File: config.mk
export PLATFORM = sky130hd
export DESIGN_NAME = wr_control
export DESIGN_NICKNAME = d
export VERILOG_FILES = /design/src/common/systolic_pkg.sv /design/src/logic/wr_control.sv
export SDC_FILE = /design/constraint.sdc
export NUM_CORES = 1
export LEC_CHECK = 0
export BUFFER_PORTS_ARGS = -buffer_cell sky130_fd_sc_hd__buf_2
export CELL_PAD_IN_SITES_DETAIL_PLACEMENT = 0
export CELL_PAD_IN_SITES_GLOBAL_PLACEMENT = 1
export CORE_AREA = 5 5 247 249
export DETAILED_ROUTE_END_ITERATION = 10
export DIE_AREA = 0 0 252 254
export GPL_ROUTABILITY_DRIVEN = 1
export GPL_TIMING_DRIVEN = 0
export PLACE_DENSITY_LB_ADDON = 0.1
export SKIP_CTS_REPAIR_TIMING = 1
export SLEW_MARGIN = 5
export SYNTH_ARGS = -nofsm -noshare
export SYNTH_HDL_FRONTEND = slang
export SYNTH_SLANG_ARGS = --single-unit
File: constraint.sdc
create_clock -name clk -period 2 [get_ports clk]
set_input_delay 0.4 -clock clk [delete_from_list [all_inputs] [get_ports clk]]
set_output_delay 0.4 -clock clk [all_outputs]
set_load 0.01 [all_outputs]
File: src/common/systolic_pkg.sv
/*
  Shared element types and APB register map of the systolic matrix multiplier.
  Imported by the RTL and the testbench.
*/
package systolic_pkg;

  typedef logic signed [7:0] operand_t; // A and B elements
  typedef logic signed [31:0] acc_t; // accumulator and C elements

  // control register
  // write bit 0 = 1 while idle to start a run, reads back as zero
  localparam logic [11:0] ctrl_addr = 12'h000;

  // status register, read only
  // bit 0 busy, bit 1 done (sticky until the next start)
  localparam logic [11:0] status_addr = 12'h004;

  // element windows, element (row, col) at base + 4 * (row * n + col)
  // A and B are write only, C is read only
  localparam logic [11:0] a_base = 12'h100;
  localparam logic [11:0] b_base = 12'h200;
  localparam logic [11:0] c_base = 12'h300;

endpackage

File: src/logic/wr_control.sv
/*
  Copies the drained array sums into the result banks, one row per cycle,
  then pulses done for the register block.
*/
`timescale 1ns/1ps

module wr_control #(
  parameter int n = 4,
  localparam int aw = $clog2(n)
) (
  input  logic               clk,
  input  logic               reset,
  input  logic               wr_active,
  input  systolic_pkg::acc_t sums [n][n],
  output logic [n-1:0]       c_wr_en,
  output logic [aw-1:0]      c_wr_addr,
  output systolic_pkg::acc_t c_wr_data [n],
  output logic               done
);

  logic          active;
  logic [aw-1:0] row; // row being written this cycle

  always_ff @(posedge clk) begin
    if (reset) begin
      active <= 1'b0;
      row    <= '0;
      done   <= 1'b0;
    end else begin
      done <= 1'b0;
      if (wr_active) begin
        active <= 1'b1;
        row    <= '0;
      end else if (active) begin
        if (row == aw'(n - 1)) begin
          active <= 1'b0;
          row    <= '0;
          done   <= 1'b1; // cycle after the last row
        end else begin
          row <= row + 1'b1;
        end
      end
    end
  end

  // every bank written at once, bank c takes column c
  assign c_wr_en   = {n{active}};
  assign c_wr_addr = row;

  always_comb begin
    for (int c = 0; c < n; c++) begin
      c_wr_data[c] = sums[row][c];
    end
  end

endmodule

==> summary.txt <==
Run status
  – Result of the run: complete, but fails checks
  – Failing checks: setup timing

Run
  – Total of max-cap violations: 0

Global routing
  – First-pass GRT wire length: 45.9 mm
  – Pin count of the biggest net entering global routing: 11
  – Initial antenna violation count: 15
  – Total routing resource utilization after global routing: 9.83%
  – GRT Residual Overflow: 0
  – Via count of the first global-routing pass: 5961

Drt
  – Number of detailed-routing iterations run before antenna repair: 4
  – Violation count after the first detailed-routing iteration: 141
  – Number of nets with antenna violations after routing: 0
  – Via count: 5121
  – Post-route DRC violation count: 0
  – Number of vias per cell: 3.15
  – Detailed-route wire length: 35.4 mm
  – Final routed wire length divided by cell count: 21.8 µm

STA
  – Achievable Freq: 450 MHz
  – Transition time at the pin with the least slew margin: 354 ps
  – Relative slew margins: 76.4%
  – Post-route setup slack: -220 ps
  – Hold Fails Final Rpt: 0
  – Final Cycle Share: 111%
  – Number of slew-limit violations in the final report: 0
  – Setup violation total in the final timing report: 128
  – Tmin final: 2220 ps
  – Skew final: 4.12 ps
  – Setup Total Neg Slack: -18030 ps
  – Unrepaired setup endpoints after global routing: yes

Placement
  – Routability congestion estimate: 0.801
  – Instance area at placement: 7610 µm²
  – HPWL reported at the end of detailed placement: 31.8 mm
  – Cells after DPL: 1598
  – Number of buffers added on ports: 649

Logic synthesis
  – Post-synthesis share of cell area spent on xor and xnor gates: 0%
  – Commonest register cell after synthesis: dfxtp_1
  – Main combinational cell family by area after synthesis: multiplexers
  – Count of flip-flops with a built-in enable after synthesis: 0
  – Post-Synth Adder-Cell Area: 0.369%
  – Post-synth ARST share: 0%
  – Syn. warnings: 0
  – Library cells used by synthesis: 17
  – Average instance area after synthesis: 19.3 µm²
  – Net Count, Synth: 692
  – Most common library cells after synthesis: mux4_2, buf_2, buf_12
  – Cell taking the most area after synthesis: mux4_2
  – Mux cell area share after synthesis: 85.3%
  – Area of the mapped netlist: 3390 µm²
  – Area fraction in and, or, nand and nor cells after synthesis: 1.03%
  – Seq cells post-synth: 4
  – Synth top area share: 85.0%
  – Area fraction in compound gates after synthesis: 0.369%
  – Cell types occupying the most area after synthesis: mux4_2, buf_12, dfxtp_1
  – Most repeated cell in the gate-level netlist after synthesis: mux4_2
  – Gate count after technology mapping: 176
  – Sequential fraction of the synthesis area: 2.36%

Min path
  – Hold WC Path Type: in -> reg

Critical path
  – Category of the worst setup path capture point: output pin
  – Arr. time, crit path: 1820 ps
  – Start-to-end type of the worst setup path: reg -> out
  – Worst Setup Start Kind: flip-flop
  – Maximum fanout along the worst path: 5
  – WP data required: 1600 ps
  – Slack of the worst reg-to-reg path: 590 ps

Pwr
  – Total power: 2.00 mW
  – Max VDD drop: 0.154 mV
  – Leakage power total: 3.84 nW
  – Power Dens Cells: 235 nW/µm²

Die
  – Total core area: 58500 µm²
  – Die X-Extent: 252 µm
  – Floorplan row count: 89
  – Count of boundary I/O pins: 650
  – Die Area: 64000 µm²
  – Vertical die dimension: 254 µm
  – Starting utilization of the core area: 5.80%

CTS
  – Clock latency at the later pin of the worst-skew pair: 230 ps
  – Clock-pin slew of the registers on the worst-case setup and hold paths: 30 ps
  – Clock Tree Buf Depth: 2
  – Num CTS Buffers: 3
  – Number of clock sinks: 4
  – TritonCTS clock tree: done
  – Number of H-tree levels: 1
  – Clock root buffer: clkbuf_16

Finish
  – Fin nets: 1367
  – Synth-to-Final Area Change: 151%
  – Fraction of final layout cells sized beyond drive strength 1: 98.5%
  – Post-route core utilization: 14.6%
  – Final cell area excluding filler cells: 8510 µm²
  – Post-Layout Cell Count: 1625
==> routing by layer <==
| metal | routed length (µm) | vias to the layer above | GRT usage [%] |
|---|---|---|---|
| li1 | - | 2246 | - |
| met1 | 11600 | 2462 | 9.94 |
| met2 | 19100 | 372 | 19.3 |
| met3 | 4420 | 27 | 4.60 |
| met4 | 171 | 14 | 0.558 |
| met5 | 72 | - | 0 |
==> critical path, stage by stage, from the launching register on <==
cell and delay [ps]:
dfxtp_4 360, buf_12 130, buf_16 130, buf_4 140
buf_12 120, mux4_2 530, buf_2 170
==> cells in the final DEF (no fill, tap or decap), drive strengths merged <==
master | Yosys | layout
inv | 1 | 1
a211oi | 1 | 1
mux4 | 128 | 128
nand2 | 1 | 1
a21oi | 1 | 1
mux2i | 1 | 1
ha | 1 | 1
nand2b | 2 | 2
buf | 32 | 689
clkbuf | 1 | 17
nor3 | 2 | 2
or3b | 1 | 1
dfxtp | 4 | 4
diode | 0 | 3
==> cells by family after synthesis <==
kind of cell	count (synthesis)
multiplexers	129
buffers and inverters	34
AND/OR/NAND/NOR	6
flip-flops	4
AO/OA/AOI/OAI	2
adder cells (fa/ha/maj)	1
==> path summary, 6_finish.rpt <==
path / startpoint / end / cells after the start
max: c_wr_addr[0] / c_wr_data[29] / 6
min: reset / active / 2
max reg2reg: c_wr_addr[0] / c_wr_addr[0] / 5
min reg2reg: active / done / 2
==> cell type report <==
type,instances,area [µm²]
inverter,1,3.75
buffer,33,459
fill,6697,50000
sequential,4,85.1
tap,773,967
clock buffer,3,75.1
timing repair buffer,670,3960
multi-input combinational,138,2950
antenna,3,7.51
==> where the power goes <==
group	internal [mW]	switching [mW]
logic	1.01	0.593
registers	0.0823	0.00573
clock network	0.256	0.0585
==> registers in the layout (all words and copies together) (netlist names) <==
signal	cells
done	1
c_wr_addr	2
active	1
==> per-stage QoR <==
step / setup WS (ps) / hold WS [ps]
finish: -220 / 394
global route: -277 / 412
CTS: -1230 / 398
detailed placement: -990 / 603
global placement: -948 / 605
floorplan: 228 / 469
(Power assumes the default switching activity.)
