File: config.mk
export PLATFORM = sky130hd
export DESIGN_NAME = systolic_array
export DESIGN_NICKNAME = d
export VERILOG_FILES = /design/src/common/systolic_pkg.sv /design/src/array/pe.sv /design/src/array/systolic_array.sv
export SDC_FILE = /design/constraint.sdc
export NUM_CORES = 2
export LEC_CHECK = 0
export ABC_AREA = 1
export BUFFER_PORTS_ARGS = -buffer_cell sky130_fd_sc_hd__clkbuf_2
export CORE_AREA = 2 2 408 410
export DETAILED_ROUTE_END_ITERATION = 6
export DIE_AREA = 0 0 410 412
export PLACE_DENSITY = 0.81
export SYNTH_ARGS = -nofsm -noshare
export SYNTH_HDL_FRONTEND = slang
export SYNTH_SLANG_ARGS = --single-unit
File: constraint.sdc
create_clock -name clk -period 5.9 [get_ports clk]
set_input_delay 0.59 -clock clk [delete_from_list [all_inputs] [get_ports clk]]
set_output_delay 0.59 -clock clk [all_outputs]
set_load 0.05 [all_outputs]
File: src/common/systolic_pkg.sv
/*
  Shared element types and APB register map of the systolic matrix multiplier.
  Imported by the RTL and the testbench.
*/
package systolic_pkg;

  typedef logic signed [7:0] operand_t; // A and B elements
  typedef logic signed [31:0] acc_t; // accumulator and C elements

  // control register
  // write bit 0 = 1 while idle to start a run, reads back as zero
  localparam logic [11:0] ctrl_addr = 12'h000;

  // status register, read only
  // bit 0 busy, bit 1 done (sticky until the next start)
  localparam logic [11:0] status_addr = 12'h004;

  // element windows, element (row, col) at base + 4 * (row * n + col)
  // A and B are write only, C is read only
  localparam logic [11:0] a_base = 12'h100;
  localparam logic [11:0] b_base = 12'h200;
  localparam logic [11:0] c_base = 12'h300;

endpackage

File: src/array/pe.sv
/*
  One multiply-accumulate cell. Forwards A right and B down, one cycle
  per hop, and keeps its own running sum.
*/
`timescale 1ns/1ps

module pe (
  input  logic                   clk,
  input  logic                   reset,
  input  logic                   clear,
  input  systolic_pkg::operand_t a_in,
  input  systolic_pkg::operand_t b_in,
  output systolic_pkg::operand_t a_out,
  output systolic_pkg::operand_t b_out,
  output systolic_pkg::acc_t     sum
);

  logic signed [15:0] prod;

  assign prod = a_in * b_in; // full signed 8x8 product

  always_ff @(posedge clk) begin
    if (reset) begin
      a_out <= '0;
      b_out <= '0;
      sum   <= '0;
    end else begin
      a_out <= a_in;
      b_out <= b_in;
      if (clear) sum <= '0; // new run
      else sum <= sum + {{16{prod[15]}}, prod};
    end
  end

endmodule

File: src/array/systolic_array.sv
/*
  Output-stationary n x n grid of MAC cells. A rows enter on the left,
  B columns on the top, gated by the registered bank enables.
*/
`timescale 1ns/1ps

module systolic_array #(
  parameter int n = 4
) (
  input  logic                   clk,
  input  logic                   reset,
  input  logic                   clear,
  input  logic [n-1:0]           rd_en,
  input  systolic_pkg::operand_t a_data [n],
  input  systolic_pkg::operand_t b_data [n],
  output systolic_pkg::acc_t     sums [n][n]
);
  import systolic_pkg::*;

  logic [n-1:0] valid; // rd_en aligned with registered bank data
  operand_t     a_h [n][n+1]; // last column falls off the right edge
  operand_t     b_v [n+1][n];

  always_ff @(posedge clk) begin
    if (reset) valid <= '0;
    else valid <= rd_en;
  end

  for (genvar i = 0; i < n; i++) begin : g_edge
    assign a_h[i][0] = valid[i] ? a_data[i] : '0; // zeros outside the feed window
    assign b_v[0][i] = valid[i] ? b_data[i] : '0;
  end

  for (genvar r = 0; r < n; r++) begin : g_row
    for (genvar c = 0; c < n; c++) begin : g_col
      pe u_pe (
        .clk, .reset, .clear,
        .a_in(a_h[r][c]), .b_in(b_v[r][c]),
        .a_out(a_h[r][c+1]), .b_out(b_v[r+1][c]),
        .sum(sums[r][c])
      );
    end
  end

endmodule

==> results_dict.tcl <==
set metrics [dict create \
    violations "DRC" \
    criticalPathCategory "reg -> reg" \
    startpoint_type "register" \
    cp_top_family "adder cells" \
    cts_buffers 93 \
    dpl.cell_count 16400 \
    yosys_register_bits 708 \
    power_frac_clock_pct 42.9 \
    drt-total-wl_mm 281 \
    hold_class "in -> reg" \
    p_per_area_nw_per_um2 127 \
    hold_ws_ns 0.0895 \
    drc 1 \
    floorplan.initialDensity_pct 54.8 \
    antenna_found_initial 20 \
    required_ns 6.54 \
    startpoint "valid[2]" \
    grt_max_degree 141 \
    hold_viol_final 0 \
    ys.flop_type "dfxtp_1" \
    core_um2 164000 \
    syn_nets 15000 \
    worstHoldStart "rd_en[2]" \
    synth-edff-count 0 \
    fmax_mhz 172 \
    die_w_um 410 \
    grt_pass1_vias 86200 \
    clock_latency_ns 0.75 \
    status "complete, but fails checks" \
    top_layer "met5" \
    stdcell_area_um2 111000 \
    synth_cells 13000 \
    postSynthAreaPerCell_um2 6.91 \
    setup_viol 0 \
    p_comb_share_pct 21.1 \
    place_ws_ns -0.301 \
    cp.buffers_inverters 8 \
    place.port_buffers 582 \
    max_cap_viol_count 0 \
    cp-end-kind "register" \
    fin_ws_ns 0.0801 \
    rsz0062_at_grt "true" \
    crit_fanout 7 \
    slowest_stage "fa_2" \
    vdd_drop_max_mv 0.262 \
    slowest_delay_ns 0.57 \
    area_delta_synth_final_pct 22.9 \
    vias 89100 \
    drt-met1-wl_mm 112 \
    yosysSeqAreaShare_pct 15.8 \
    path_clk_slew_ns 0.06 \
    critPathArrivalTime_ns 6.46 \
    num-nets-final 16400 \
    layout.cells.non_filler 16700 \
    wl_per_cell_um 16.9 \
    synth_area_leader_cell "fa_1" \
    fp-row-count 149 \
    relSlewSlack_pct 33.2 \
    switchingPower_mw 4.52 \
    crit_top_cell "nand2_1" \
    die_area_um2 169000 \
    grt_usage_pct 31.6 \
    yosys_warnings 0 \
    cts_sinks 708 \
    power_mw 14.0 \
    final_util_pct 67.3 \
    yosys-top-cells-area "fa_1 (20%), dfxtp_1 (16%), ha_1 (14%), inv_1 (11%), nand2_1 (11%)" \
    seqPwrFrac_pct 36.0 \
    swShare_pct 32.3 \
    hpwl_mm 224 \
    leakage_nw 58.7 \
    die_y_um 412 \
    wl_met3_mm 21.2 \
    drt_first_pass_iters 7 \
    grt_first_pass_wirelength_mm 433 \
    gp_congestion 1.00 \
    ctsRootBufferMaster "clkbuf_16" \
    htreeDepth 3 \
    ctsLongestPathBuffers 3 \
    drive_gt1_share_pct 19.4 \
    skew_ns 0.0368 \
    netlist_area_um2 90000 \
    timing.final.crit_share_pct 98.6 \
    ant_nets 0 \
    drtIter0Drc 6396 \
    top_level_ports 583 \
    overflow 0 \
    p_int_mw 9.48 \
    yosysTopAreaCellShare_pct 19.9 \
    slew_viol_final 0 \
    cts_tree "built" \
    setup_tns_ns 0 \
    worstReg2RegStart "valid[2]" \
    dr_wl_met2_mm 132 \
    async_flop_share_pct 0 \
    final.min_clock_period_ns 5.82 \
    n_fill_cell 13700 \
    worst_slew_pin_slew_ns 1.00 \
    place_area_um2 102000 \
    synthDistinctLibCells 56 \
    routed_via_density 5.34 \
]
-- final timing paths --
| check | end | slack [ns] | depth (start not counted) |
|---|---|---|---|
| worst max-delay path | g_row[0].g_col[2].u_pe.sum[20] | 0.08 | 29 |
| worst min-delay path | valid[2] | 0.09 | 3 |
| worst max register to register | g_row[0].g_col[2].u_pe.sum[20] | 0.08 | 29 |
| worst min register to register | g_row[2].g_col[2].u_pe.b_out[3] | 0.46 | 2 |
-- cells in the mapped netlist, types with 56 or more instances --
cell      number
ha_1         974
nor2_1      1659
fa_1         896
nand4_1       56
xor2_1        93
xnor2_1       82
clkbuf_1     202
o21bai_1      96
a21oi_1     1079
o21a_1       101
dfxtp_1      708
nand3_1      539
nand2_1     2660
a21o_1        89
inv_1       2724
nor3_1        79
o21ai_0      521
-- what timing repair did --
item,4_1_cts,5_1_grt
hold buffers,1,0
pin swaps,2,209
setup buffers,1,62
endpoints found under the hold margin,1,0
setup endpoints to repair,44,303
resized for setup,25,1198
cloned,0,10
-- power groups by stage --
stage | combinational (mW) | sequential, mW | clock (mW)
after detailed placement | 2.58 | 5.12 | 0
after floorplan | 1.39 | 5.36 | 0
after CTS | 2.61 | 5.02 | 6.11
after global routing | 3.23 | 5.04 | 6.29
after global placement | 2.54 | 5.12 | 0
final | 2.95 | 5.03 | 6.01
-- metal layers --
layer / vias up / track usage (%)
li1: 43500 / -
met1: 41800 / 38.9
met2: 3059 / 52.8
met3: 729 / 6.29
met4: 12 / 15.8
met5: - / 0
-- flip-flops by register name (all words and copies together) (netlist names) --
signal and count:
g_row.g_col.u_pe.a_out 96, valid 4, g_row.g_col.u_pe.b_out 96, g_row.g_col.u_pe.sum 512
-- cell usage in the layout (no fill, tap or decap), types with 35 or more instances in the layout --
master	synthesis	routed
inv_2	7	64
ha_2	0	35
nand4_1	56	56
o21ai_0	521	438
nor2_1	1659	1466
buf_4	1	890
o21bai_1	96	91
nand2_1	2660	2502
a21oi_1	1079	961
o21ai_1	49	121
dfxtp_2	0	49
o21ai_2	30	41
clkbuf_16	0	102
o21a_1	101	101
nand3_2	11	55
nor2_4	1	35
ha_4	0	183
xor2_1	93	92
dfxtp_1	708	637
xnor2_1	82	76
nor2_2	16	175
clkbuf_2	0	581
inv_1	2724	2667
nor3_1	79	62
fa_1	896	877
nand3_1	539	491
ha_1	974	756
a21o_1	89	89
a21oi_2	8	124
nand2_2	48	177
-- cell type report --
class,count,area [µm²],share of cell area [%]
Antenna cell,12,30.0,0.0272
Clock buffer,122,2620,2.37
Clock inverter,47,522,0.472
Inverter,2747,10300,9.35
Multi-Input combinational cell,9344,69400,62.8
Sequential cell,708,14300,13.0
Tap cell,2189,2740,2.48
Timing Repair Buffer,1527,10500,9.53
Timing Repair inverter,1,7.51,0.00679
-- logic make-up after synthesis --
| group | count (synthesis) | share of synthesized area [%] |
|---|---|---|
| DFF | 708 | 15.8 |
| adders and majority gates | 1870 | 33.5 |
| and+or+nand+nor | 5202 | 23.7 |
| buffers and inverters | 2966 | 12.4 |
| xor gates and xnor gates | 175 | 1.70 |
| AOI/OAI and AO/OA | 2096 | 13.0 |
-- worst min-delay path: cells and delay by family --
family / cells / cell delay (ns)
and+or+nand+nor: 1 / 0.03
buffers and inverters: 2 / 0.18
Note: power is estimated with default switching activity, not from simulation.
