## config.mk

```make
export PLATFORM = sky130hd
export DESIGN_NAME = mem_arr
export DESIGN_NICKNAME = d
export VERILOG_FILES = /design/src/logic/mem_arr.sv
export SDC_FILE = /design/constraint.sdc
export NUM_CORES = 1
export LEC_CHECK = 0
export BUFFER_PORTS_ARGS = -buffer_cell sky130_fd_sc_hd__buf_4
export CORE_ASPECT_RATIO = 0.8
export CORE_MARGIN = 2
export CORE_UTILIZATION = 45
export CTS_CLUSTER_DIAMETER = 60
export CTS_CLUSTER_SIZE = 25
export DETAILED_ROUTE_END_ITERATION = 8
export PLACE_DENSITY = 0.65
export SLEW_MARGIN = 20
export SYNTH_ARGS = -nofsm -noshare
export SYNTH_HDL_FRONTEND = slang
export SYNTH_SLANG_ARGS = --single-unit
```

## constraint.sdc

```tcl
create_clock -name clk -period 1.8 [get_ports clk]
set_input_delay 0.36 -clock clk [delete_from_list [all_inputs] [get_ports clk]]
set_output_delay 0.36 -clock clk [all_outputs]
set_load 0.1 [all_outputs]
```

## src/logic/mem_arr.sv

```systemverilog
/*
  n independent banks of depth n with a shared write address and
  per-bank registered reads. Serves operand and result payloads via elem_t.
*/
`timescale 1ns/1ps

module mem_arr #(
  parameter int  n      = 4,
  parameter type elem_t = logic [7:0],
  localparam int aw     = $clog2(n)
) (
  input  logic          clk,
  input  logic [n-1:0]  wr_en,
  input  logic [aw-1:0] wr_addr,
  input  elem_t         wr_data [n],
  input  logic [n-1:0]  rd_en,
  input  logic [aw-1:0] rd_addr [n],
  output elem_t         rd_data [n]
);

  for (genvar i = 0; i < n; i++) begin : g_bank
    elem_t mem [n] = '{default: '0}; // banks power up cleared
    elem_t rd_q = '0;

    always_ff @(posedge clk) begin
      if (wr_en[i]) mem[wr_addr] <= wr_data[i];
      if (rd_en[i]) rd_q <= mem[rd_addr[i]]; // holds last word otherwise
    end

    assign rd_data[i] = rd_q;
  end

endmodule

```

==> flow_metrics.tcl, run 1 <==
set metrics [dict create \
    worstReg2RegEnd "g_bank[0].rd_q[5]" \
    cts-resized-gates 0 \
    flow.area_growth_from_synthesis_pct 23.5 \
    groute.layer.met3.usage 0.0620 \
    p_sw_frac 0.244 \
    antenna_violations_before_repair 0 \
    worst_pin_slew_ps 466 \
    worst-path-stages 1 \
    clock_tree.buffer_depth 2 \
    crit_type "reg2out" \
    net-switching-power_mw 2.09 \
    final_area_um2 7070 \
    synth.top_cell.area_share 0.839 \
    number_of_enable_flip_flop_cells_after_synthesis 160 \
    clock_power_share 0.391 \
    relSlewSlack 0.690 \
    timing.critical_path.buf_inv 1 \
    syn-mean-instance-area_um2 26.3 \
    final_min_period_over_clock_period 0.826 \
    finalMaxSlewViolations 0 \
    drive_gt1_frac 0.454 \
    synth.most_common_cell "sky130_fd_sc_hd__edfxtp_1" \
    library_cell_contributing_the_largest_single_delay_on_the_critical_path "sky130_fd_sc_hd__edfxtp_1" \
    internal_power_mw 6.50 \
    design.die.area_um2 13600 \
    cell_breakdown_of_the_critical_path "buf_4" \
    report.power.total_mw 8.59 \
    crit_required_ps 1440 \
    synth_seq_area_share 0.839 \
    global_route_wire_length_before_repair_mm 14.2 \
    grt_usage 0.149 \
    p_comb_frac 0.098 \
    cts_made_buffers 17 \
    run_status "completed" \
    total_leakage_power_nw 2.45 \
    cpPeakStageDelay_ps 390 \
    timing.final.ws_setup_ps 314 \
    r2r_cells 1 \
    ys.warnings.count 0 \
    pin_count 83 \
    yosys_most_used_dff "sky130_fd_sc_hd__edfxtp_1" \
    setup_viol 0 \
    pwr-share-seq 0.510 \
    ff2ff_setup_slack_ps 640 \
    critical_path.startpoint_type "flip-flop" \
    worstHoldPathType "in2reg" \
    worst_path_dominant_cell_family "flip-flops" \
    grt_overflow 0 \
    root_buffer_master "sky130_fd_sc_hd__clkbuf_16" \
    worst_ep_arrival_time_ps 1130 \
    yosys-top-cells-count "160 x sky130_fd_sc_hd__edfxtp_1, 32 x sky130_fd_sc_hd__mux4_2, 8 x sky130_fd_sc_hd__and3b_1" \
    wl_per_cell_um 18.9 \
    initial_utilization 0.466 \
    detail_route.vias_per_cell 5.06 \
    synth_fp_nets 269 \
    initialDrtViolationCount 197 \
    launch_point_of_the_worst_hold_path "wr_data[3]" \
    grt_pass1_vias 2563 \
    portBuffers 82 \
    powerDensity_nw_per_um2 1220 \
    routability_cong 0.710 \
    yosys-top-cells-area "sky130_fd_sc_hd__edfxtp_1 84%, sky130_fd_sc_hd__mux4_2 13%, sky130_fd_sc_hd__and3b_1 1.2%" \
    post_dp_area_um2 6510 \
    worst_clock_skew_ps 6.84 \
    hold_path_end "g_bank[3].mem[3][3]" \
    grt_busiest_layer "met2" \
    tritoncts "done" \
    cts_hold_buf 0 \
    totalNegativeSetupSlack_ps 0 \
    min_path_cells 1 \
    synthesis.area_um2 5720 \
    drv_cap 0 \
    num_vias 2516 \
    vdd_drop_max_mv 0.632 \
    wl_mm 9.38 \
    clock_tree.htree_level_count 4 \
    clock_sink_count 160 \
    synth_cell_types 9 \
    maximum_number_of_pins_on_one_net_before_global_route_repair 17 \
    chipHeight_um 105 \
    regToRegStartpoint "g_bank[0].mem[3][5]" \
    globalRouteMet1Util 0.195 \
    detailedPlace.worstSlack_ps 423 \
    core_area_um2 12300 \
    die-width_um 130 \
    grt_util_met2 0.221 \
    ant_nets 0 \
    number_of_standard_cells_after_synthesis 218 \
    cts_setup_buffers 0 \
    clk_latency_ps 420 \
    final_period_minus_worst_setup_slack_ps 1490 \
    synth.largest_area_cell "sky130_fd_sc_hd__edfxtp_1" \
    remaining_drc_errors 0 \
    placement_rows 36 \
    synth_async_sr_flop_share 0 \
    grt_setup_unrepaired "false" \
    ys_ff_latch 160 \
    setup.worst_path.end_class "primary output" \
    finalNetCount 364 \
    clkSlewWorstSetupHoldPaths_ps 60 \
    antenna_cells_inserted 0 \
    timing_hold_violations_final 0 \
    fmax_mhz 673 \
    critical_path_peak_fanout 1 \
    detail_route.first_pass.iterations 4 \
]
-- metal layers --
| metal | routed length (um) | vias to the layer above |
|---|---|---|
| met1 | 4000 | 1270 |
| met2 | 4440 | 105 |
| met4 | 175 | 0 |
| met5 | 0 | - |
| met3 | 762 | 18 |
| li1 | - | 1123 |
-- cell families (layout without fill, tap and decap cells) --
kind of cell           Yosys count  after routing  synth area share
buffers and inverters           10            118            0.0129
muxes                           32             32             0.126
and+or+nand+nor                 16             16            0.0219
DFF                            160            160             0.839
-- cell type report --
class | instances | area (um^2)
well taps | 171 | 214
fillers | 890 | 5230
multi-input cells | 48 | 846
clock inverters | 15 | 136
flip-flops and latches | 160 | 4800
repair buffers | 86 | 646
clock buffers | 17 | 425
-- per-stage QoR --
stage                      util  instances  hold slack (ps)
after floorplan               -        218              459
after global placement    0.529        465              560
after detailed placement  0.529        465              565
after CTS                 0.575        497              118
after global routing      0.575        497              119
final                     0.575        497              138
-- state kept, by name, summed over array words and instances, names as in the netlist --
signal,cells
g_bank.mem,128
g_bank.rd_q,32
-- placed cells by master (no fill, tap or decap) --
master                       count
sky130_fd_sc_hd__mux4_2         32
sky130_fd_sc_hd__clkbuf_16      17
sky130_fd_sc_hd__and3_1          4
sky130_fd_sc_hd__clkinv_1        2
sky130_fd_sc_hd__bufinv_16       1
sky130_fd_sc_hd__inv_6           4
sky130_fd_sc_hd__and3b_1         8
sky130_fd_sc_hd__nor3b_1         4
sky130_fd_sc_hd__edfxtp_1      160
sky130_fd_sc_hd__clkinv_4        3
sky130_fd_sc_hd__clkinvlp_4      5
sky130_fd_sc_hd__buf_4          86
-- power groups by stage --
stage,Sequential (mW),Clock (mW),Combinational (mW)
after detailed placement,4.46,0,0.852
after global routing,4.40,3.59,0.884
final,4.39,3.36,0.845
after floorplan,4.85,0,0.197
after global placement,4.46,0,0.840
after CTS,4.39,3.43,0.854
-- worst max-delay path by stage --
stage,from,endpoint
final,g_bank[2].rd_q[0],rd_data[8]
after global routing,g_bank[2].rd_q[0],rd_data[8]
after CTS,g_bank[2].rd_q[0],rd_data[8]
after detailed placement,wr_addr[0],g_bank[3].mem[2][7]
after global placement,rd_addr[4],g_bank[1].rd_q[6]
after floorplan,wr_addr[1],g_bank[0].mem[0][0]
(Power assumes the default switching activity.)
==> inputs of run 2 (changes only) <==
Clock period 1.8 ns to 1.5 ns, I/O delays scaled along.
==> run 2 against run 1 <==
Compared with the run above: combinational power grew 22%; clock power rose by 11%; total power increased by 17%; register-to-register slack got worse by 240 ps; die area stayed put; via count is 1.5% higher; largest cell class unchanged.
==> flow_metrics.tcl, run 2 (synthesis results as in run 1) <==
set metrics [dict create \
    run_status "completed" \
    hold_ws_ps 78.8 \
    r2r_cells 1 \
    portBuffers 82 \
    final_period_minus_worst_setup_slack_ps 1410 \
    worst_pin_slew_ps 439 \
    detail_route.first_pass.iterations 6 \
    routability_cong 0.679 \
    largestRegisters "g_bank.mem: 128 flops, g_bank.rd_q: 32 flops" \
    flow.area_growth_from_synthesis_pct 23.9 \
    clkSlewWorstSetupHoldPaths_ps 60 \
    wl_per_cell_um 18.0 \
    drive_gt1_frac 0.450 \
    worstReg2RegEnd "g_bank[3].rd_q[5]" \
    cts_hold_buf 0 \
    met2_length_mm 4.37 \
    library_cell_contributing_the_largest_single_delay_on_the_critical_path "sky130_fd_sc_hd__edfxtp_1" \
    finalMaxSlewViolations 0 \
    stdcell_count 504 \
    grt_usage 0.147 \
    timing.critical_path.to "rd_data[8]" \
    crit_type "reg2out" \
    initial_utilization 0.466 \
    initialDrtViolationCount 148 \
    largest_register_ffs 128 \
    timing_hold_violations_final 0 \
    setup.worst_path.end_class "primary output" \
    cpPeakStageDelay_ps 380 \
    clock_tree.htree_level_count 4 \
    cts_made_buffers 17 \
    pin_count 83 \
    ant_nets 0 \
    worst_ep_arrival_time_ps 1110 \
    grt_pass1_vias 2649 \
    report.power.total_mw 10.0 \
    antenna_cells_inserted 0 \
    worst_path_dominant_cell_family "flip-flops" \
    num_vias 2554 \
    antenna_violations_before_repair 0 \
    commonest_cells_after_routing_fill_and_taps_aside "160 x sky130_fd_sc_hd__edfxtp_1, 96 x sky130_fd_sc_hd__buf_4, 32 x sky130_fd_sc_hd__mux4_2, 17 x sky130_fd_sc_hd__clkbuf_16, 8 x sky130_fd_sc_hd__and3b_1" \
    crit_required_ps 1200 \
    worstHoldPathType "in2reg" \
    critical_path_peak_fanout 1 \
    design.die.area_um2 13600 \
    fmax_mhz 710 \
    maximum_number_of_pins_on_one_net_before_global_route_repair 17 \
    grt_overflow 0 \
    routed.top_layer "met4" \
    relSlewSlack 0.708 \
    die-width_um 130 \
    timing.critical_path.from "g_bank[2].rd_q[0]" \
    tritoncts "done" \
    place.detailed.instances 475 \
    detail_route.vias_per_cell 5.07 \
    global_route_wire_length_before_repair_mm 14.0 \
    grt_setup_unrepaired "false" \
    cell_breakdown_of_the_critical_path "buf_4" \
    timing.final.ws_setup_ps 92.0 \
    drv_cap 0 \
    total_leakage_power_nw 2.49 \
    final_min_period_over_clock_period 0.939 \
    clk_latency_ps 410 \
    finalNetCount 374 \
    min_path_cells 1 \
    dr_wl_met3_um 537 \
    wire_length_on_met1_mm 4.04 \
    cts_setup_buffers 0 \
    remaining_drc_errors 0 \
    mostFrequentLayoutCell "sky130_fd_sc_hd__edfxtp_1" \
    ff2ff_setup_slack_ps 400 \
    powerDensity_nw_per_um2 1410 \
    worst_clock_skew_ps 6.65 \
    clock_tree.buffer_depth 2 \
    setup_viol 0 \
    chipHeight_um 105 \
    placement_rows 36 \
    clock_sink_count 160 \
    wl_mm 9.09 \
    critical_path.startpoint_type "flip-flop" \
    vdd_drop_max_mv 0.995 \
    regToRegStartpoint "g_bank[3].mem[3][5]" \
    root_buffer_master "sky130_fd_sc_hd__clkbuf_16" \
    core_area_um2 12300 \
    worst-path-stages 1 \
    detailedPlace.worstSlack_ps 195 \
    cts-resized-gates 0 \
    place.detailed.hpwl_mm 5.90 \
    register_bank_with_the_most_flops "g_bank.mem" \
    timing.critical_path.buf_inv 1 \
]
run 2: cell types whose count changed in the layout (fill, tap and decap cells not counted):
| cell | change |
|---|---|
| sky130_fd_sc_hd__buf_4 | +10 |
| sky130_fd_sc_hd__inv_6 | -4 |
| sky130_fd_sc_hd__clkbuf_1 | +2 |
| sky130_fd_sc_hd__clkinv_1 | +3 |
| sky130_fd_sc_hd__clkinv_4 | -3 |
| sky130_fd_sc_hd__clkinv_2 | +2 |
| sky130_fd_sc_hd__clkinvlp_4 | -3 |
run 2: worst min-delay path by stage:
stage,start,to,slack (ps)
final,wr_data[3],g_bank[3].mem[3][3],80
after global routing,wr_data[3],g_bank[3].mem[2][3],60
after CTS,wr_data[10],g_bank[2].mem[2][2],60
after detailed placement,wr_data[10],g_bank[2].mem[2][2],500
after global placement,wr_data[3],g_bank[3].mem[3][3],500
after floorplan,wr_data[24],g_bank[0].mem[0][0],400
run 2: power breakdown:
group / switching (mW) / leakage [nW] / internal (mW)
combinational: 0.708 / 0.756 / 0.320
sequential: 0.0589 / 1.49 / 5.20
clock: 1.53 / 0.242 / 2.21
total: 2.30 / 2.49 / 7.73
run 2: area by class of cell:
| type | count | area (um^2) |
|---|---|---|
| Clock buffer | 19 | 433 |
| Clock inverter | 10 | 73.8 |
| Fill cell | 914 | 5200 |
| Multi-Input combinational cell | 48 | 846 |
| Sequential cell | 160 | 4800 |
| Tap cell | 171 | 214 |
| Timing Repair Buffer | 96 | 721 |
run 2: metal layers:
layer,vias up,global-route usage
met2,84,0.220
met1,1313,0.188
met5,-,0
met3,16,0.0594
li1,1141,-
met4,0,0.0668
run 2: per-stage QoR:
step                instance area (um^2)  TNS [ps]  utilization
floorplan                           5720     -1550            -
global placement                    6590         0        0.536
detailed placement                  6590         0        0.536
CTS                                 7090         0        0.577
global route                        7090         0        0.577
finish                              7090         0        0.577
==> inputs of run 3 (changes only) <==
Settings changed: CORE_ASPECT_RATIO 0.8 to unset.
Clock period 1.5 ns to 1.7 ns, I/O delays scaled along.
==> run 3 against run 2 <==
Compared with the run above: register-to-register slack better by 150 ps; setup slack improved by 200 ps; combinational power decreased by 13%; hold slack gained 48 ps; sequential share of layout area is 0.21 points lower; first-iteration DRC count fell by 41%; global-route usage decreased by 0.22 points; largest cell class unchanged; total power shrank 6.7%; critical path depth unchanged; final cell count shrank 1.2%; non-clock buffer count fell by 10.
==> flow_metrics.tcl, run 3 (synthesis results as in run 1) <==
set metrics [dict create \
    totalNegativeSetupSlack_ps 0 \
    critical_path.startpoint_type "flip-flop" \
    commonest_cells_after_routing_fill_and_taps_aside "160 x sky130_fd_sc_hd__edfxtp_1, 86 x sky130_fd_sc_hd__buf_4, 32 x sky130_fd_sc_hd__mux4_2, 17 x sky130_fd_sc_hd__clkbuf_16, 8 x sky130_fd_sc_hd__and3b_1" \
    stdcell_count 498 \
    fill_cells 938 \
    grt_pass1_vias 2578 \
    maximum_number_of_pins_on_one_net_before_global_route_repair 17 \
    root_buffer_master "sky130_fd_sc_hd__clkbuf_16" \
    mostFrequentLayoutCell "sky130_fd_sc_hd__edfxtp_1" \
    antenna_cells_inserted 0 \
    grt_overflow 0 \
    final_period_minus_worst_setup_slack_ps 1410 \
    worst_path_dominant_cell_family "flip-flops" \
    clk_latency_ps 410 \
    multiInputGateArea_um2 846 \
    initial_utilization 0.457 \
    remaining_drc_errors 0 \
    min_path_cells 1 \
    critical_path_peak_fanout 1 \
    cts_setup_buffers 0 \
    setup.worst_path.end_class "primary output" \
    register_bank_with_the_most_flops "g_bank.mem" \
    internal_power_mw 7.30 \
    r2r_cells 1 \
    clock_power_share 0.409 \
    setup_viol 0 \
    detail_route.vias_per_cell 4.94 \
    cpPeakStageDelay_ps 360 \
    relSlewSlack 0.688 \
    worstHoldPathType "in2reg" \
    clock_tree.buffer_depth 2 \
    worst_pin_slew_ps 468 \
    num_vias 2460 \
    wl_per_cell_um 17.8 \
    cts_hold_buf 0 \
    crit_type "reg2out" \
    crit_required_ps 1360 \
    detail_route.first_pass.iterations 3 \
    flow.area_growth_from_synthesis_pct 24.3 \
    ff2ff_setup_slack_ps 550 \
    p_comb_frac 0.095 \
    place.detailed.instances 466 \
    cts-resized-gates 0 \
    global_route_wire_length_before_repair_mm 13.7 \
    final_min_period_over_clock_period 0.829 \
    vdd_drop_max_mv 0.787 \
    timing.critical_path.buf_inv 1 \
    routability_cong 0.688 \
    cell_breakdown_of_the_critical_path "buf_4" \
    portBuffers 82 \
    design.die.area_um2 13600 \
    clock_tree.htree_level_count 4 \
    clkSlewWorstSetupHoldPaths_ps 60 \
    initialDrtViolationCount 87 \
    worst_clock_skew_ps 2.92 \
    p_sw_frac 0.220 \
    layout.area.seq_um2 4800 \
    chipHeight_um 117 \
    grt_setup_unrepaired "false" \
    report.power.total_mw 9.36 \
    largest_register_ffs 128 \
    cts_made_buffers 17 \
    library_cell_contributing_the_largest_single_delay_on_the_critical_path "sky130_fd_sc_hd__edfxtp_1" \
    pwr-share-seq 0.496 \
    core_area_um2 12500 \
    antenna_violations_before_repair 0 \
    finalNetCount 364 \
    tritoncts "done" \
    pin_count 83 \
    place.detailed.hpwl_mm 5.83 \
    ant_nets 0 \
    finalMaxSlewViolations 0 \
    total_leakage_power_nw 2.48 \
    worst_ep_arrival_time_ps 1070 \
    timing_hold_violations_final 0 \
    die-width_um 117 \
    powerDensity_nw_per_um2 1320 \
    net-switching-power_mw 2.06 \
    largestRegisters "g_bank.mem: 128 flops, g_bank.rd_q: 32 flops" \
    fmax_mhz 709 \
    clock_sink_count 160 \
    placement_rows 41 \
    wl_mm 8.87 \
    grt_usage 0.144 \
    drv_cap 0 \
    worst-path-stages 1 \
    drive_gt1_frac 0.448 \
    run_status "completed" \
]
-- run 3: path summary, 6_finish.rpt --
check	endpoint	from
hold / removal	g_bank[3].mem[1][6]	wr_data[6]
setup reg to reg	g_bank[3].rd_q[5]	g_bank[3].mem[3][5]
hold reg to reg	g_bank[0].rd_q[1]	g_bank[0].mem[2][1]
setup / recovery	rd_data[24]	g_bank[0].rd_q[0]
-- run 3: stage by stage --
stage                     cell area (um^2)  utilization  hold slack (ps)  setup slack [ps]
after floorplan                       5720            -              439               112
after global placement                6510        0.520              540               349
after detailed placement              6510        0.520              544               306
after CTS                             7110        0.568              108               279
after global routing                  7110        0.568              110               251
final                                 7110        0.568              127               290
-- run 3: routing by layer --
metal	up-vias	GRT usage	part of all wire
met5	-	0	0
met3	16	0.0427	0.047
met1	1252	0.175	0.41
li1	1126	-	-
met2	66	0.235	0.52
met4	0	0.0776	0.019
-- run 3: area by class of cell --
cell class,instances,share of cell area
Sequential cell,160,0.675
Tap cell,172,0.0302
Timing Repair Buffer,86,0.0907
Multi-Input combinational cell,48,0.119
Clock inverter,12,0.0234
Clock buffer,20,0.0614
-- run 3: power groups by stage --
stage / clock [mW] / combinational, mW / sequential (mW)
floorplan: 0 / 0.208 / 5.13
global placement: 0 / 0.892 / 4.71
detailed placement: 0 / 0.904 / 4.72
CTS: 3.90 / 0.905 / 4.64
global route: 4.05 / 0.939 / 4.66
finish: 3.83 / 0.892 / 4.64
