[src/array/rd_control.sv]
/*
  Skewed read controller for the operand banks. After start the bank
  enables grow one bank per cycle, then drop from the low end, and each
  enabled bank steps its address. Pulses wr_active once the array has drained.
*/
`timescale 1ns/1ps

module rd_control #(
  parameter int n = 4,
  localparam int aw = $clog2(n)
) (
  input  logic          clk,
  input  logic          reset,
  input  logic          start,
  output logic [n-1:0]  rd_en,
  output logic [aw-1:0] rd_addr [n],
  output logic          wr_active
);
  localparam int cw = $clog2(3 * n);

  typedef enum logic [1:0] {idle, grow, shrink, drain} state_t;

  state_t        state;
  logic [cw-1:0] cnt; // cycles since the first nonzero rd_en

  always_ff @(posedge clk) begin
    if (reset) begin
      state     <= idle;
      rd_en     <= '0;
      cnt       <= '0;
      wr_active <= 1'b0;
    end else begin
      wr_active <= 1'b0;
      cnt       <= cnt + 1'b1;
      case (state)
        idle: begin
          cnt <= '0;
          if (start) begin
            rd_en <= n'(1); // bank 0 first
            state <= grow;
          end
        end
        grow: begin
          if (&rd_en) begin
            rd_en <= rd_en << 1; // full staircase, start dropping
            state <= shrink;
          end else begin
            rd_en <= {rd_en[n-2:0], 1'b1};
          end
        end
        shrink: begin
          rd_en <= rd_en << 1;
          if (rd_en[n-2:0] == '0) state <= drain;
        end
        default: begin // drain, wait for the last cell to settle
          if (cnt == cw'(3 * n - 1)) begin
            wr_active <= 1'b1;
            state     <= idle;
          end
        end
      endcase
    end
  end

  // per-bank address counters
  always_ff @(posedge clk) begin
    for (int i = 0; i < n; i++) begin
      if (reset || state == idle || state == drain) rd_addr[i] <= '0;
      else if (rd_en[i]) rd_addr[i] <= rd_addr[i] + 1'b1;
    end
  end

endmodule

[config.mk]
export PLATFORM = sky130hd
export DESIGN_NAME = rd_control
export DESIGN_NICKNAME = d
export VERILOG_FILES = /design/src/array/rd_control.sv
export SDC_FILE = /design/constraint.sdc
export NUM_CORES = 1
export LEC_CHECK = 0
export BUFFER_PORTS_ARGS = -buffer_cell sky130_fd_sc_hd__buf_4
export CORE_MARGIN = 4
export CORE_UTILIZATION = 35
export CTS_CLUSTER_SIZE = 30
export DETAILED_ROUTE_END_ITERATION = 10
export GPL_TIMING_DRIVEN = 0
export PLACE_DENSITY = 0.53
export SYNTH_ARGS = -nofsm -noshare
export SYNTH_HDL_FRONTEND = slang
export SYNTH_SLANG_ARGS = --single-unit
[constraint.sdc]
create_clock -name clk -period 2.9 [get_ports clk]
set_clock_uncertainty 0.05 [all_clocks]
set_input_delay 0.58 -clock clk [delete_from_list [all_inputs] [get_ports clk]]
set_output_delay 0.58 -clock clk [all_outputs]
set_load 0.005 [all_outputs]
==> impl_metrics.tcl, run 1 <==
set metrics [dict create \
    cts_resized 0 \
    synth.top_cell.area_share_pct 45.7 \
    clk_pin_slew_ns 0.10 \
    synthCells 84 \
    grt_setup_unrepaired "false" \
    grt_antenna_before_repair 0 \
    nNetsFinal 113 \
    p_leak_nw 0.412 \
    async_flop_share_pct 0 \
    ys_seq_elements 19 \
    power.share.combinational_pct 35.3 \
    wl_mm 1.44 \
    start_kind "register" \
    clockRootBuffer "clkbuf_4" \
    synth.most_common_cell "dfxtp_1" \
    netlist_area_um2 832 \
    initial_core_util_pct 37.3 \
    criticalPathCategory "reg -> reg" \
    placed_cell_area_um2 980 \
    maxSlewViolCount 0 \
    postLayoutCellArea_mm2 0.00101 \
    clock_latency_ns 0.29 \
    synth_edf_count 0 \
    min_period_over_period_pct 62.7 \
    worstPathCellList "inv_1 -> ha_1 -> clkbuf_1 -> nand2b_1 -> nor3b_1 -> a22oi_1 -> nor2_1" \
    relSlewSlack_pct 67.1 \
    ys_top_cells_by_area "dfxtp_1 (46%), ha_1 (9.0%), nor2_1 (6.3%)" \
    die_w_um 56.8 \
    chipHeight_um 56.8 \
    worstSetupEndpointType "register" \
    synthesis.nets 93 \
    ctsHoldBuffers 0 \
    place.gp.congestion 0.724 \
    detail_route.vias_per_cell 4.82 \
    yosysWarnings 0 \
    min_period_ns 1.82 \
    drc 0 \
    synthTopCellsByCount "dfxtp_1 (19), nor2_1 (14), ha_1 (6)" \
    grt_max_degree 12 \
    numPortBuffers 15 \
    drt_first_pass_iters 4 \
    utilization_pct 45.1 \
    io_pins 16 \
    core_mm2 0.00223 \
    hold_violations 0 \
    sw_frac_of_total_pct 35.8 \
    ctsLongestPathBuffers 2 \
    layout-drive-gt1-share_pct 22.3 \
    hold_depth 1 \
    min_to "cnt[0]" \
    dieArea_mm2 0.00322 \
    p_int_uw 446 \
    setup_viol_count_final 0 \
    grt_first_pass_wirelength_mm 2.68 \
    p_switching_uw 248 \
    yosysTopAreaCell "dfxtp_1" \
    peakVddDrop_mv 0.328 \
    grt_usage_pct 10.6 \
    fill_cells 229 \
    synth_area_per_cell_um2 9.91 \
    fin_ws_ns 1.08 \
    cp.required_ns 3.08 \
    tns_ns 0 \
    max_freq_ghz 0.550 \
    critPathTopFamily "simple AND/OR/NAND/NOR gates" \
    antenna_cells 0 \
    drt_iter0_drc 18 \
    clockPowerShare_pct 18.6 \
    r2r_end "rd_en[1]" \
    grt_pass1_vias 607 \
    status "complete, no violations" \
    grt-ovfl-total 0 \
    slowest_delay_ns 0.40 \
    wl_per_cell_um 11.0 \
    place_ws_ns 1.12 \
    worst-slew-pin-transition_ns 0.493 \
    synth_ff_type "dfxtp_1" \
    min_from "cnt[0]" \
    cts_made_buffers 3 \
    cap_violations 0 \
    cts_max_level 1 \
    worstRegToRegCells 7 \
    cts_setup_buffers 0 \
    seq_area_frac_synth_pct 45.7 \
    synthToLayoutAreaGrowth_pct 21.1 \
    rows 17 \
    cts_tree "done" \
    holdCritPathClass "reg -> reg" \
    power_frac_seq_pct 46.1 \
    worst-path-buf-inv 2 \
    synth_cell_types 26 \
    crit_arrival_ns 2.00 \
    dp_hpwl_mm 1.10 \
    r2r_slack_ns 1.08 \
    ant_nets 0 \
    reg2reg_from "state[0]" \
    cp_slowest_cell "dfxtp_1" \
    power_density_mw_per_mm2 688 \
    cts_sinks 19 \
    cp_max_fo 9 \
    vias 632 \
]
## registers in the layout, indices dropped and copies added (netlist names)
| name | flops |
|---|---|
| state | 2 |
| cnt | 4 |
| wr_active | 1 |
| rd_en | 4 |
| rd_addr | 8 |
## routing by layer
metal / track usage [%] / routed length (µm)
met3: 3.45 / 87
met5: 0 / 0
met2: 16.8 / 656
met4: 4.97 / 13
met1: 12.8 / 683
## layout by cell type (no fill, tap or decap), types with 2 or more instances in the layout
| cell type | instances |
|---|---|
| xnor2_1 | 5 |
| buf_4 | 15 |
| clkbuf_4 | 3 |
| nand2_1 | 4 |
| clkbuf_1 | 3 |
| nor3_1 | 4 |
| nand3_1 | 2 |
| dfxtp_1 | 19 |
| nor2_1 | 14 |
| nand2b_1 | 2 |
| xor2_1 | 5 |
| nor3b_1 | 2 |
| inv_1 | 2 |
| ha_1 | 6 |
| a22oi_1 | 3 |
## worst max path at each step
stage | startpoint | endpoint | slack [ns] | cells after the start
finish | state[0] | rd_en[1] | 1.08 | 7
global route | state[0] | rd_en[1] | 0.93 | 7
CTS | state[0] | rd_en[3] | 1.09 | 7
detailed placement | state[0] | state[0] | 1.12 | 7
global placement | state[0] | state[0] | 1.13 | 7
floorplan | state[0] | state[1] | 1.30 | 7
## layout make-up
type | count | area [µm²] | area share (%)
Multi-Input combinational cell | 60 | 433 | 43.0
Clock inverter | 1 | 5.00 | 0.497
Sequential cell | 19 | 380 | 37.8
Timing Repair Buffer | 15 | 113 | 11.2
Tap cell | 28 | 35.0 | 3.48
Buffer | 3 | 11.3 | 1.12
Inverter | 2 | 7.51 | 0.745
Clock buffer | 3 | 22.5 | 2.24
## cells by family (layout without fill, tap and decap cells)
family	count (synthesis)	in the layout	share of synthesized area (%)
AOI/OAI and AO/OA	10	10	11.4
xor gates and xnor gates	10	10	10.5
and+or+nand+nor	34	34	21.1
DFF	19	19	45.7
adders and majority gates	6	6	9.02
buffers and inverters	5	24	2.26
## power groups by stage
| stage | Combinational [mW] | Clock (mW) | Sequential (mW) |
|---|---|---|---|
| CTS | 0.246 | 0.137 | 0.320 |
| finish | 0.245 | 0.129 | 0.320 |
| global route | 0.275 | 0.149 | 0.327 |
| global placement | 0.245 | 0 | 0.325 |
| detailed placement | 0.245 | 0 | 0.327 |
| floorplan | 0.192 | 0 | 0.320 |
## stage by stage
step	power, mW	cells	hold WS [ns]
final	0.693	131	0.407
after global routing	0.750	131	0.450
after CTS	0.703	131	0.414
after detailed placement	0.571	127	0.397
after global placement	0.569	127	0.398
after floorplan	0.512	84	0.378
(Power assumes the default switching activity.)
==> run 2, diff against run 1 <==
==> constraint.sdc (replaced) <==
create_clock -name clk -period 1.7 [get_ports clk]
set_clock_uncertainty 0.05 [all_clocks]
set_input_delay 0.34 -clock clk [delete_from_list [all_inputs] [get_ports clk]]
set_output_delay 0.34 -clock clk [all_outputs]
set_load 0.005 [all_outputs]
==> run 2 against run 1 <==
Sequential cell count unchanged. First-iteration DRC count decreased by 22%. Wire length increased by 2.3%. Die area unchanged. Non-clock buffer count decreased by 1. Register-to-register slack got worse by 1.0 ns. Critical path type unchanged. Largest cell class unchanged.
==> impl_metrics.tcl, run 2 (synthesis gave the netlist of run 1 again) <==
set metrics [dict create \
    placed_cells 127 \
    power_density_mw_per_mm2 1190 \
    grt_usage_pct 10.7 \
    layout_commonest_cell "dfxtp_1" \
    vias 629 \
    antenna_cells 0 \
    drt_first_pass_iters 4 \
    nNetsFinal 112 \
    worst-slew-pin-transition_ns 0.518 \
    rows 17 \
    dp_hpwl_mm 1.10 \
    dieArea_mm2 0.00322 \
    clk_pin_slew_ns 0.10 \
    min_period_over_period_pct 95.0 \
    cap_violations 0 \
    start_kind "register" \
    layout-drive-gt1-share_pct 26.5 \
    peakVddDrop_mv 0.573 \
    grt_setup_unrepaired "false" \
    p_leak_nw 0.413 \
    biggestRegsByFlops "rd_addr (8), cnt (4), rd_en (4)" \
    r2r_slack_ns 0.09 \
    maxSlewViolCount 0 \
    grt_pass1_vias 613 \
    fin_ws_ns 0.0853 \
    synthToLayoutAreaGrowth_pct 21.8 \
    cp_max_fo 4 \
    chipHeight_um 56.8 \
    die_w_um 56.8 \
    cts_setup_buffers 0 \
    ant_nets 0 \
    wl_mm 1.47 \
    hold_violations 0 \
    worstSetupEndpointType "register" \
    holdCritPathClass "in -> reg" \
    cts_sinks 19 \
    fin_cells 130 \
    detail_route.vias_per_cell 4.84 \
    status "complete, no violations" \
    place_ws_ns -0.0763 \
    numPortBuffers 15 \
    crit_arrival_ns 1.75 \
    grt_antenna_before_repair 0 \
    clock_latency_ns 0.28 \
    wl_per_cell_um 11.3 \
    max_freq_ghz 0.619 \
    place.gp.congestion 0.724 \
    reg2reg_from "state[0]" \
    drt_iter0_drc 14 \
    clockRootBuffer "clkbuf_4" \
    criticalPathCategory "reg -> reg" \
    top_register "rd_addr" \
    min_period_ns 1.61 \
    final_cell_mix "dfxtp_1 (17), buf_4 (15), nor2_1 (14)" \
    grt_first_pass_wirelength_mm 2.70 \
    ctsLongestPathBuffers 2 \
    drc 0 \
    initial_core_util_pct 37.3 \
    cts_tree "done" \
    r2r_end "state[1]" \
    cp.required_ns 1.84 \
    io_pins 16 \
    setup_viol_count_final 0 \
    largest_register_ffs 8 \
    grt-ovfl-total 0 \
    hold_depth 2 \
    core_mm2 0.00223 \
    grt_max_degree 12 \
    crit_end "state[1]" \
    cts_made_buffers 3 \
    relSlewSlack_pct 65.5 \
    setup.worst_path.start "state[0]" \
    cts_max_level 1 \
    worstRegToRegCells 6 \
]
==> run 2: cell type report <==
type                    instances  area, µm²
clock buffers                   3       22.5
flip-flops and latches         19        383
repair buffers                 15        113
multi-input cells              60        440
fillers                       227       1220
well taps                      28       35.0
clock inverters                 1       5.00
plain buffers                   2       7.51
inverters                       2       7.51
==> run 2: repair_timing <==
action / 4_1_cts / 5_1_grt
resized for setup: 1 / 3
hold buffers: 0 / 0
endpoints found under the setup margin: 14 / 14
hold endpoints to repair: 0 / 0
==> run 2: worst min path at each step <==
stage	startpoint	endpoint
floorplan	cnt[0]	cnt[0]
global route	reset	state[1]
finish	reset	state[1]
global placement	cnt[0]	cnt[0]
detailed placement	cnt[0]	cnt[0]
CTS	reset	state[1]
==> run 2: worst max-delay path, cell delays in order, from the launching register on <==
cell and delay [ns]:
dfxtp_2 0.35, inv_1 0.12, ha_2 0.31, nor2_1 0.19, a22oi_4 0.09, and4_2 0.23, o21ba_1 0.17
==> run 2: power by group <==
group	switching, mW	internal, mW	total, mW
registers	0.0560	0.495	0.551
logic	0.239	0.196	0.435
clock network	0.132	0.0873	0.219
total	0.427	0.778	1.20
==> run 2: per-stage QoR <==
stage	TNS (ns)	area, µm²	utilization, %	hold WS [ns]	power [mW]
after floorplan	0	832	-	0.378	0.874
after global placement	-0.580	980	43.9	0.398	0.971
after detailed placement	-0.641	980	43.9	0.397	0.975
after CTS	0	1010	45.2	0.243	1.20
after global routing	0	1010	45.4	0.237	1.30
final	0	1010	45.4	0.247	1.20
==> run 2: metal layers <==
| metal | part of all wire (%) | wire [µm] | GRT usage [%] |
|---|---|---|---|
| met5 | 0 | 0 | 0 |
| met3 | 5.9 | 87 | 3.45 |
| met1 | 48 | 706 | 12.9 |
| met4 | 0.88 | 13 | 4.97 |
| met2 | 45 | 666 | 17.2 |
==> run 3, diff against run 2 <==
--- a/config.mk
+++ b/config.mk
@@ -5,13 +5,15 @@
 export SDC_FILE = /design/constraint.sdc
 export NUM_CORES = 1
 export LEC_CHECK = 0
+export ABC_AREA = 1
 export BUFFER_PORTS_ARGS = -buffer_cell sky130_fd_sc_hd__buf_4
-export CORE_MARGIN = 4
+export CORE_ASPECT_RATIO = 0.7
+export CORE_MARGIN = 2
 export CORE_UTILIZATION = 35
 export CTS_CLUSTER_SIZE = 30
 export DETAILED_ROUTE_END_ITERATION = 10
 export GPL_TIMING_DRIVEN = 0
-export PLACE_DENSITY = 0.53
+export PLACE_DENSITY = 0.52
 export SYNTH_ARGS = -nofsm -noshare
 export SYNTH_HDL_FRONTEND = slang
 export SYNTH_SLANG_ARGS = --single-unit
==> run 3 against run 2 <==
Count of clock-buffer cells in the layout did not move. Clock power increased by 3%. First-iteration DRC count down 21%. Sequential power up 5.1%.
==> impl_metrics.tcl, run 3 <==
set metrics [dict create \
    tns_ns 0 \
    power_density_mw_per_mm2 1380 \
    slowest_delay_ns 0.39 \
    cp_slowest_cell "dfxtp_4" \
    power.total_mw 1.48 \
    synth-simple-area-share_pct 23.5 \
    chipHeight_um 45.9 \
    seq_area_frac_synth_pct 43.2 \
    layout-drive-gt1-share_pct 23.1 \
    p_leak_nw 0.493 \
    core_mm2 0.00242 \
    netlist_area_um2 880 \
    drc 0 \
    place_ws_ns 0.0434 \
    power_frac_seq_pct 39.2 \
    use_met1_pct 16.8 \
    relSlewSlack_pct 84.5 \
    grt_max_degree 12 \
    sw_frac_of_total_pct 41.6 \
    wl_mm 1.64 \
    placed_cell_area_mm2 0.00103 \
    clock_latency_ns 0.30 \
    numPortBuffers 15 \
    fin_ws_ns 0.127 \
    min_period_over_period_pct 92.6 \
    critPathTopFamily "flip-flops" \
    yosysTopAreaCell "dfxtp_1" \
    dieArea_mm2 0.00294 \
    layout_commonest_cell "nor2_1" \
    cts_max_level 1 \
    top_register "rd_addr" \
    top_usage_layer "met2" \
    grt_antenna_before_repair 0 \
    worst-path-buf-inv 3 \
    cts_made_buffers 3 \
    yosys.area_share.adder_pct 8.53 \
    grt_first_pass_wirelength_mm 2.89 \
    async_flop_share_pct 0 \
    synth.area.mux_share_pct 0 \
    cts_setup_buffers 0 \
    vias 758 \
    ctsLongestPathBuffers 2 \
    die_w_um 63.9 \
    synth_xor_area_share_pct 0 \
    ctsHoldBuffers 0 \
    clockPowerShare_pct 15.3 \
    synth_edf_count 0 \
    worstSetupEndpointType "register" \
    grt_usage_pct 13.1 \
    postLayoutCellArea_mm2 0.00107 \
    fin_cells 168 \
    drt_first_pass_iters 4 \
    power.share.combinational_pct 45.5 \
    wl_per_cell_um 9.77 \
    status "complete, no violations" \
    largest_register_ffs 8 \
    setup_viol_count_final 0 \
    cp_max_fo 8 \
    use_met3_pct 4.46 \
    antenna_cells 0 \
    grt_pass1_vias 666 \
    synth.top_cell.area_share_pct 43.2 \
    synthesis.nets 124 \
    worst-slew-pin-transition_ns 0.233 \
    utilization_pct 44.3 \
    worstPathCellList "inv_1 -> ha_1 -> nor2_2 -> inv_2 -> or2_1 -> buf_6 -> a21oi_2 -> o21a_1" \
    nNetsFinal 144 \
    max_freq_ghz 0.636 \
    dp_hpwl_mm 1.30 \
    grt_setup_unrepaired "false" \
    initial_core_util_pct 36.3 \
    maxSlewViolCount 0 \
    start_kind "register" \
    synthToLayoutAreaGrowth_pct 21.9 \
    io_pins 16 \
    clk_pin_slew_ns 0.11 \
    yosysWarnings 0 \
    biggestRegsByFlops "rd_addr (8), cnt (4), rd_en (4)" \
    placed_cells 164 \
    hold_slack_ns 0.194 \
    detail_route.vias_per_cell 4.51 \
    drt_iter0_drc 11 \
    cts_tree "done" \
    grt-ovfl-total 0 \
    rows 15 \
    hold_violations 0 \
    place.gp.congestion 0.833 \
    ys_seq_elements 19 \
    synth.most_common_cell "nor2_1" \
    synth_cell_types 19 \
    synth_top_family_by_area "simple AND/OR/NAND/NOR gates" \
    use_met2_pct 21.3 \
    ant_nets 0 \
    synthTopCellsByCount "nor2_1 (21), dfxtp_1 (19), inv_1 (18)" \
    crit_arrival_ns 1.77 \
    synth_compound_area_share_pct 15.4 \
    p_int_uw 863 \
    peakVddDrop_mv 0.663 \
    p_switching_uw 615 \
    synthCells 115 \
    ys_top_cells_by_area "dfxtp_1 (43%), nor2_1 (9.0%), ha_1 (8.5%)" \
    cp.required_ns 1.90 \
    min_period_ns 1.57 \
    fill_cells 258 \
    cap_violations 0 \
    final_cell_mix "nor2_1 (19), inv_1 (18), dfxtp_1 (17)" \
    criticalPathCategory "reg -> reg" \
    holdCritPathClass "in -> reg" \
    synth_ff_type "dfxtp_1" \
    synth_area_per_cell_um2 7.65 \
    cts_sinks 19 \
    clockRootBuffer "clkbuf_4" \
]
-- run 3: cell types whose count changed in the layout (fill, tap and decap cells not counted), moves of 5 or more --
| cell | before | now |
|---|---|---|
| nand2_1 | 4 | 14 |
| a21oi_1 | 0 | 6 |
| xnor2_1 | 5 | 0 |
| nor2_1 | 14 | 19 |
| inv_1 | 2 | 18 |
| xor2_1 | 5 | 0 |
-- run 3: cell families after synthesis --
kind of cell,Yosys count
and+or+nand+nor,49
AOI/OAI and AO/OA,21
DFF,19
adders and majority gates,6
buffers and inverters,20
-- run 3: final cells by class --
cell class / instances / area [µm²] / area share [%]
multi-input combinational: 76 / 422 / 39.3
sequential: 19 / 385 / 35.9
timing repair buffer: 15 / 113 / 10.5
inverter: 19 / 71.3 / 6.65
tap: 34 / 42.5 / 3.97
clock buffer: 3 / 22.5 / 2.10
buffer: 1 / 11.3 / 1.05
clock inverter: 1 / 5.00 / 0.467
-- run 3: power by group through the flow --
stage	registers, mW	clock network (mW)	logic [mW]
final	0.579	0.226	0.672
after global routing	0.592	0.258	0.788
after detailed placement	0.580	0	0.669
after floorplan	0.567	0	0.515
after CTS	0.570	0.240	0.671
after global placement	0.576	0	0.657
-- run 3: final timing paths --
check | start | depth (start not counted) | slack [ns] | endpoint
worst min register to register | cnt[0] | 1 | 0.41 | cnt[0]
worst min-delay path | reset | 2 | 0.19 | rd_en[3]
worst max register to register | state[0] | 8 | 0.13 | rd_addr[3]
worst max-delay path | state[0] | 8 | 0.13 | rd_addr[3]
-- run 3: layer usage --
metal / wire length (µm) / vias to the layer above
met2: 710 / 16
met1: 840 / 334
met3: 77 / 2
met5: 0 / -
met4: 12 / 0
li1: - / 406
-- run 3: repair_timing --
item                                   in CTS  in global routing
resized for setup                           0                  5
endpoints found under the hold margin       0                  0
setup endpoints to repair                   0                 14
